File: config.mk
export PLATFORM = sky130hd
export DESIGN_NAME = write_address_gen
export DESIGN_NICKNAME = d
export VERILOG_FILES = /design/src/rtl/isp_pkg.sv /design/src/rtl/write_address_gen.sv
export SDC_FILE = /design/constraint.sdc
export NUM_CORES = 1
export LEC_CHECK = 0
export BUFFER_PORTS_ARGS = -buffer_cell sky130_fd_sc_hd__buf_2
export CORE_AREA = 2 2 101 84
export CTS_BUF_LIST = sky130_fd_sc_hd__clkbuf_16
export DETAILED_ROUTE_END_ITERATION = 8
export DIE_AREA = 0 0 103 86
export PLACE_DENSITY = 0.84
export SYNTH_ARGS = -nofsm -noshare
export SYNTH_HDL_FRONTEND = slang
export SYNTH_SLANG_ARGS = --single-unit
File: constraint.sdc
create_clock -name clk -period 3.4 [get_ports clk]
set_input_delay 0.68 -clock clk [delete_from_list [all_inputs] [get_ports clk]]
set_output_delay 0.68 -clock clk [all_outputs]
set_load 0.01 [all_outputs]
File: src/rtl/isp_pkg.sv
package isp_pkg;

    // sample and configuration widths
    localparam int PIXEL_WIDTH = 16;
    localparam int GAIN_WIDTH  = 16;
    localparam int COEFF_WIDTH = 28;
    localparam int ADDR_WIDTH  = 32;
    localparam int WORD_WIDTH  = 64;

    // one colour sample
    typedef logic [PIXEL_WIDTH-1:0] pixel_t;

    // unsigned white balance gain, fraction set per instance
    typedef logic [GAIN_WIDTH-1:0] gain_t;

    // signed colour matrix coefficient
    typedef logic signed [COEFF_WIDTH-1:0] coeff_t;

    // memory word address
    typedef logic [ADDR_WIDTH-1:0] addr_t;

    // memory write word
    typedef logic [WORD_WIDTH-1:0] word_t;

    // saturation value of a sample
    localparam pixel_t PIXEL_MAX = '1;

endpackage
File: src/rtl/write_address_gen.sv
module write_address_gen import isp_pkg::*; (
    input  logic  clk,
    input  logic  reset,
    input  logic  pixel_valid,
    input  logic  new_frame,
    input  addr_t init_write_address,
    output addr_t pixel_address
);

    addr_t next_address;
    addr_t current_address;
    addr_t address_d1;

    // frame start overrides the running count
    assign current_address = new_frame ? init_write_address : next_address;

    always_ff @(posedge clk, posedge reset) begin
        if (reset) begin
            next_address <= '0;
        end else begin
            next_address <= current_address + addr_t'(pixel_valid);
        end
    end

    // two stages to line up with white balance and colour matrix
    always_ff @(posedge clk, posedge reset) begin
        if (reset) begin
            address_d1    <= '0;
            pixel_address <= '0;
        end else begin
            address_d1    <= current_address;
            pixel_address <= address_d1;
        end
    end

endmodule

==> reports/metrics.cfg <==
[setup_path]
crit_type = in2reg
cp-end-kind = flop
path_max_fanout = 20
required_ns = 3.66
cp-start-kind = input pin
rrSetupSlack_ns = 1.24
cp.arrival_ns = 2.89

[clock_network]
cts_resized = 0
hold_buffers = 0
cts_buffer_depth = 2
insertion_delay_ns = 0.34
postCtsSetupBuffers = 0
path_clk_slew_ns = 0.07
cts_root_buffer = clkbuf_16
numCtsBuffers = 9
cts_sinks = 96
htree_num_levels = 3
cts_tree = yes

[yosys]
ys.flop_type = dfrtp_1
synth_area_sq_um = 3760
syn_area_per_cell_sq_um = 13.5
yosysSeqAreaShare_pct = 63.9
ys.warnings.count = 0
synth.distinct_cells = 39
synthArstFlopShare_pct = 100
synth_seq_cells = 96
synth_edf_count = 0
synth_nets = 317
syn-instance-count = 279

[detailed_routing]
firstDrtPassIters = 4
drcViolationCount = 0
wl_um = 7100
final_antenna_net_count = 0
dr_total_vias = 2403
drt-initial-drc-count = 128
vias_per_cell = 5.16
wl_per_cell_um = 15.2

[die]
fp.dieArea_sq_um = 8860
core_sq_um = 7760
die_w_um = 103
start_util_pct = 48.4
rows = 29
die_h_um = 86
ios = 68

[pwr]
power_density_nw_per_um2 = 569
p_leak_nw = 2.04
ir_drop_v = 0.000383

[timing]
fin_tns_setup_ns = 0
drv_slew = 0
fin_skew_ns = 0.00630
slew_headroom_pct = 53.2
hold_violations = 0
fin_crit_ns = 2.63
timing.fmax_mhz = 380
rsz0062_at_grt = no
fin_ws_ns = 0.768
tightest_slew_ns = 0.701
period_share_pct = 77.4
setup-violations-final = 0

[global_route]
grt_pass1_vias = 2444
grt_max_degree = 57
grt_first_pass_wirelength_um = 11800
antenna_found_initial = 0
track_usage_pct = 17.6
gr-total-overflow = 0

[run]
cap_violations = 0

[cells_and_area]
area_delta_synth_final_pct = 19.7
layout-drive-gt1-share_pct = 32.1
insertedDiodeCount = 0
nets = 391

[placement]
routabilityCongestion = 0.833
place_hpwl_um = 5180
port_buffers = 67
pre_cts_ws_ns = 0.453

[worst_hold_path]
hp-class = reg2reg

[status]
status = finished, final reports clean

-- report_power, final --
part	leakage (nW)	switching (W)	total [W]	internal, W
clock	0.128	0.000429	0.000932	0.000503
combinational	0.783	0.000176	0.000306	0.000129
sequential	1.13	0.0000503	0.00132	0.00127
-- placed cells by master, fill, tap and decap left out, types with 2 or more instances in the layout --
master	instances
nand3b_1	11
a32o_1	3
nor2_1	6
a211oi_1	2
inv_6	2
nor2b_1	4
mux2_2	20
nand2_1	19
clkinvlp_4	3
clkbuf_16	9
nor3_1	5
a222oi_1	2
buf_4	3
a22oi_1	4
nor4_1	3
buf_2	67
nand4_1	6
nand4b_1	2
inv_1	8
a21oi_1	3
xor2_1	13
nor4_2	2
ha_1	2
nand3_1	18
xnor2_1	16
nand3b_4	2
a21o_1	4
dfrtp_1	96
mux2i_1	8
-- cells in the mapped netlist, types with 3 or more instances --
cell type,count,area share (%)
a21oi_1,3,0.40
mux2_2,20,6.0
nor3_1,5,0.67
dfrtp_1,96,64
a22oi_1,4,0.80
buf_2,4,0.53
xor2_1,13,3.0
a21o_1,4,0.80
nand3_1,18,2.4
inv_1,9,0.90
a32o_1,3,0.80
nor4_1,3,0.50
nor2_1,6,0.60
nand4_1,6,1.0
xnor2_1,16,3.7
nor2b_1,4,0.67
mux2i_1,8,2.1
nand2_1,19,1.9
nand3b_1,11,2.2
-- registers in the layout, indices dropped and copies added (netlist names) --
name and flops:
next_address 32, pixel_address 32, address_d1 32
-- layout make-up --
| cell class | instances | area, sq um |
|---|---|---|
| multi-input combinational | 165 | 1260 |
| timing repair buffer | 71 | 378 |
| clock buffer | 9 | 225 |
| inverter | 10 | 38.8 |
| sequential | 96 | 2400 |
| tap | 108 | 135 |
| clock inverter | 7 | 55.1 |
| fill | 634 | 3270 |
-- worst paths after layout --
path                                      start           endpoint  depth (start not counted)
worst max-delay path                  new_frame   next_address[30]                          9
worst min-delay path             address_d1[22]  pixel_address[22]                          0
worst max register to register  next_address[0]   next_address[30]                          8
worst min register to register   address_d1[22]  pixel_address[22]                          0
max in group asynchronous                 reset   next_address[19]                          3
min in group asynchronous                 reset      address_d1[9]                          2
-- cell families after synthesis --
group                      count (synthesis)  synth area share (%)
buffers and inverters                     18                  2.43
xor gates and xnor gates                  29                  6.76
DFF                                       96                  63.9
muxes                                     28                  8.13
AOI/OAI and AO/OA                         24                  5.00
adders and majority gates                  2                 0.666
and+or+nand+nor                           82                  13.1
-- critical path: stages --
cell and delay [ns]:
buf_2 0.34, mux2_2 0.25, ha_1 0.19, ha_1 0.24
nand2_1 0.08, o22ai_1 0.25, nand4_1 0.31, nor4_1 0.38
xor2_1 0.18
-- per-layer routing --
metal  track usage (%)  vias to the layer above  wire length, um  part of all wire, %
met1              25.2                     1188             3350                   47
met3              6.03                        7              470                  6.6
li1                  -                     1125                -                    -
met4              5.02                        0               88                  1.2
met2              25.6                       83             3190                   45
met5                 0                        -                0                    0
-- through the flow --
| step | area, sq um | util, % | cells | power, W | hold WS (ns) |
|---|---|---|---|---|---|
| floorplan | 3760 | - | 279 | 0.00153 | 0.331 |
| global placement | 4220 | 54.3 | 450 | 0.00164 | 0.333 |
| detailed placement | 4220 | 54.3 | 450 | 0.00165 | 0.335 |
| CTS | 4500 | 57.9 | 466 | 0.00259 | 0.349 |
| global route | 4500 | 57.9 | 466 | 0.00268 | 0.354 |
| finish | 4500 | 57.9 | 466 | 0.00256 | 0.347 |
Note: power is estimated with default switching activity, not from simulation.
