## src/rtl/isp_pkg.sv

```systemverilog
package isp_pkg;

    // sample and configuration widths
    localparam int PIXEL_WIDTH = 16;
    localparam int GAIN_WIDTH  = 16;
    localparam int COEFF_WIDTH = 28;
    localparam int ADDR_WIDTH  = 32;
    localparam int WORD_WIDTH  = 64;

    // one colour sample
    typedef logic [PIXEL_WIDTH-1:0] pixel_t;

    // unsigned white balance gain, fraction set per instance
    typedef logic [GAIN_WIDTH-1:0] gain_t;

    // signed colour matrix coefficient
    typedef logic signed [COEFF_WIDTH-1:0] coeff_t;

    // memory word address
    typedef logic [ADDR_WIDTH-1:0] addr_t;

    // memory write word
    typedef logic [WORD_WIDTH-1:0] word_t;

    // saturation value of a sample
    localparam pixel_t PIXEL_MAX = '1;

endpackage
```

## src/rtl/write_packer.sv

```systemverilog
module write_packer import isp_pkg::*; (
    input  logic   clk,
    input  logic   reset,
    input  logic   proc_valid,
    input  pixel_t proc_red,
    input  pixel_t proc_green,
    input  pixel_t proc_blue,
    input  addr_t  pixel_address,
    output logic   write_enable,
    output addr_t  write_address,
    output word_t  write_data
);

    localparam int PAD_WIDTH = WORD_WIDTH - 3 * PIXEL_WIDTH;

    word_t packed_word;

    // red at the top, zero padding at the bottom
    assign packed_word = {proc_red, proc_green, proc_blue, {PAD_WIDTH{1'b0}}};

    always_ff @(posedge clk, posedge reset) begin
        if (reset) begin
            write_enable <= 1'b0;
        end else begin
            write_enable <= proc_valid;
        end
    end

    always_ff @(posedge clk, posedge reset) begin
        if (reset) begin
            write_address <= '0;
            write_data    <= '0;
        end else if (proc_valid) begin
            write_address <= pixel_address;
            write_data    <= packed_word;
        end
    end

endmodule

```

## config.mk

```make
export PLATFORM = sky130hd
export DESIGN_NAME = write_packer
export DESIGN_NICKNAME = d
export VERILOG_FILES = /design/src/rtl/isp_pkg.sv /design/src/rtl/write_packer.sv
export SDC_FILE = /design/constraint.sdc
export NUM_CORES = 1
export LEC_CHECK = 0
export BUFFER_PORTS_ARGS = -buffer_cell sky130_fd_sc_hd__buf_2
export CAP_MARGIN = 0
export CORE_MARGIN = 3
export CORE_UTILIZATION = 49
export CTS_BUF_LIST = sky130_fd_sc_hd__clkbuf_16
export CTS_CLUSTER_DIAMETER = 80
export DETAILED_ROUTE_END_ITERATION = 6
export PLACE_DENSITY_LB_ADDON = 0.08
export SLEW_MARGIN = 25
export SYNTH_ARGS = -nofsm -noshare
export SYNTH_HDL_FRONTEND = slang
export SYNTH_SLANG_ARGS = --single-unit
```

## constraint.sdc

```tcl
create_clock -name clk -period 5.3 [get_ports clk]
set_clock_uncertainty 0.2 [all_clocks]
set_input_delay 0.795 -clock clk [delete_from_list [all_inputs] [get_ports clk]]
set_output_delay 0.795 -clock clk [all_outputs]
set_load 0.01 [all_outputs]
```

==> results by group <==
Run status
  • Status: complete, no violations

Synth
  • Post-synthesis compound-gate area fraction: 0
  • Adder-cell share of the synthesized area: 0
  • Total standard cell area after synthesis: 3530 um2
  • Cell taking the most area after synthesis: dfrtp_1
  • Cells after synthesis: 188
  • Mux cell area share after synthesis: 0.341
  • Synth Area in XOR/XNOR: 0
  • Yosys top cell area share: 0.575
  • Synth area leaders: dfrtp_1, mux2_4, buf_12
  • Avg Cell Area, Syn: 18.8 um2
  • Seq cells post-synth: 81
  • Synth Area in Simple Gates: 0
  • Largest family of logic cells by synthesized area: multiplexers
  • Sequential-to-total area share from yosys stat: 0.575
  • Yosys warning count: 0
  • Netlist cell types: 7

Drt
  • DR iter-0 viols: 37
  • WL final: 6770 um
  • Via density: 4.49
  • Total number of vias: 2039
  • Antenna Violating Nets Remaining: 0
  • # DRC: 0
  • Initial DRT Pass Iterations: 4
  • Avg WL per Cell: 14.9 um

STA
  • Final hold violation count: 0
  • Hold slack: 0.303 ns
  • Slew @ Worst Pin: 0.964 ns
  • Rel. slew slack: 0.357
  • Finish-stage setup viols: 0
  • Sum Neg Setup Slack: 0 ns
  • Fin. max-slew vios: 0
  • Final worst-path cycle share: 0.465
  • Final Worst Setup Slack: 2.84 ns
  • Peak Freq: 0.406 GHz
  • Final min period: 2.46 ns
  • Unrepaired setup endpoints after global routing: false

Power and ir drop
  • Gate power share: 0.168
  • Net switching power: 0.000367 W
  • PD cells: 353 nW/um2
  • Max VDD drop: 0.221 mV
  • P_int: 0.00124 W
  • Leak: 2.47 nW
  • Clock power share: 0.388
  • Sw Share: 0.228
  • Part of the power in registers: 0.444

Min path
  • Hold Crit Start: write_data[33]
  • Hold crit path type: flop to flop
  • Worst hold endpoint: write_data[33]
  • WHS Path Cells: 1

Place
  • Inst Count DP: 439
  • Detailed placement HPWL: 4760 um
  • Placed Area: 4250 um2
  • Placer congestion estimate: 0.744
  • Pre-CTS setup slack: 2.49 ns
  • I/O Buffers: 163

CTS
  • H-tree Lvls: 3
  • Clock buffer depth: 2
  • Clock Sinks: 81
  • Post-cts sizing count: 0
  • TritonCTS clock tree: done
  • Postcts setup bufs: 0
  • Root Buffer Master: clkbuf_16
  • Clock transition at the registers of the reported paths: 0.05 ns
  • Hold buffers post-CTS: 0
  • Latest clock arrival within the worst-skew pair: 0.32 ns
  • CTS Buf Count: 9

Layout
  • Final Net Count: 437
  • Synthesis-to-layout area growth: 29.1%
  • Post-route insts no fill: 454
  • Fraction of layout cells with a size suffix above 1: 0.721
  • Finished layout cell area: 4550 um2
  • Diodes inserted: 0

Global route
  • Overall routing resource usage: 0.165
  • Initial antenna violation count: 0
  • Pin count of the biggest net entering global routing: 82
  • Overflow after GRT: 0
  • Global-route wire length before repair: 10700 um
  • Vias in the first global route: 2067

Critical path
  • Crit-path max FO: 55
  • R2R setup slack: 4.32 ns
  • Startpoint types: input port
  • CP arrival: 2.46 ns
  • Critical R2R Launch: write_data[16]
  • Worst Setup End Kind: flop
  • Reg2Reg Depth: 1
  • CP Class: input port to flop
  • R2R Path End: write_data[16]
  • Req. time, crit path: 5.30 ns

Floorplanning
  • Die Area: 8250 um2
  • Core ar.: 6870 um2
  • Initial Util: 0.513
  • Placement Rows: 30
  • IO Pins: 180
  • Die X: 90.8 um
  • Chip Height: 90.8 um

Job
  • Max Cap Viol: 0
-- power by group through the flow --
| stage | clock (W) | combinational (W) | sequential, W |
|---|---|---|---|
| after floorplan | 0 | 0.000150 | 0.000752 |
| after global placement | 0 | 0.000269 | 0.000724 |
| after detailed placement | 0 | 0.000273 | 0.000723 |
| after CTS | 0.000637 | 0.000273 | 0.000714 |
| after global routing | 0.000664 | 0.000289 | 0.000722 |
| final | 0.000622 | 0.000270 | 0.000714 |
-- state kept, by name (all words and copies together) (netlist names) --
signal / flops
write_data: 48
write_address: 32
write_enable: 1
-- cell usage after synthesis --
master / n
buf_12: 8
dfrtp_1: 81
conb_1: 1
mux2_4: 80
buf_6: 1
buf_4: 16
inv_1: 1
-- routing by layer --
layer	track usage	wire, um	up-vias
met4	0.0729	110	0
met3	0.0483	565	10
met5	0	0	-
met1	0.226	2970	984
li1	-	-	941
met2	0.246	3120	104
-- metrics by stage --
| stage | total power [W] | utilization |
|---|---|---|
| floorplan | 0.000902 | - |
| global placement | 0.000992 | 0.618 |
| detailed placement | 0.000995 | 0.618 |
| CTS | 0.00162 | 0.662 |
| global route | 0.00168 | 0.663 |
| finish | 0.00161 | 0.663 |
-- worst max-delay path, stage by stage --
cell and delay [ns]:
buf_4 0.71, buf_4 0.57, mux2_4 0.34
-- cell usage in the layout, fill, tap and decap left out --
cell | synthesis | final
buf_6 | 1 | 1
conb_1 | 1 | 16
clkinv_2 | 0 | 2
mux2_4 | 80 | 80
dfrtp_1 | 81 | 81
clkinv_1 | 0 | 1
inv_1 | 1 | 2
buf_4 | 16 | 2
clkbuf_16 | 0 | 9
bufinv_16 | 0 | 2
buf_2 | 0 | 162
-- cell families (layout without fill, tap and decap cells) --
| logic type | after synthesis | count (layout) |
|---|---|---|
| other | 1 | 16 |
| buffers and inverters | 26 | 181 |
| flip-flops | 81 | 81 |
| multiplexers | 80 | 80 |
-- cell type report --
| type | instances | area [um2] |
|---|---|---|
| clock inverters | 6 | 76.3 |
| multi-input cells | 96 | 1260 |
| clock buffers | 9 | 225 |
| flip-flops and latches | 81 | 2030 |
| repair buffers | 165 | 837 |
| fillers | 522 | 2320 |
| inverters | 1 | 5.00 |
| well taps | 96 | 120 |
-- worst max path at each step --
stage | start | endpoint | cells after the start
final | proc_valid | write_data[26] | 3
after detailed placement | proc_valid | write_data[16] | 3
after global routing | proc_valid | write_data[26] | 3
after floorplan | reset | write_address[0] | 1
after global placement | proc_valid | write_data[29] | 3
after CTS | proc_valid | write_data[62] | 3
Power figures use the tool's default switching activity.
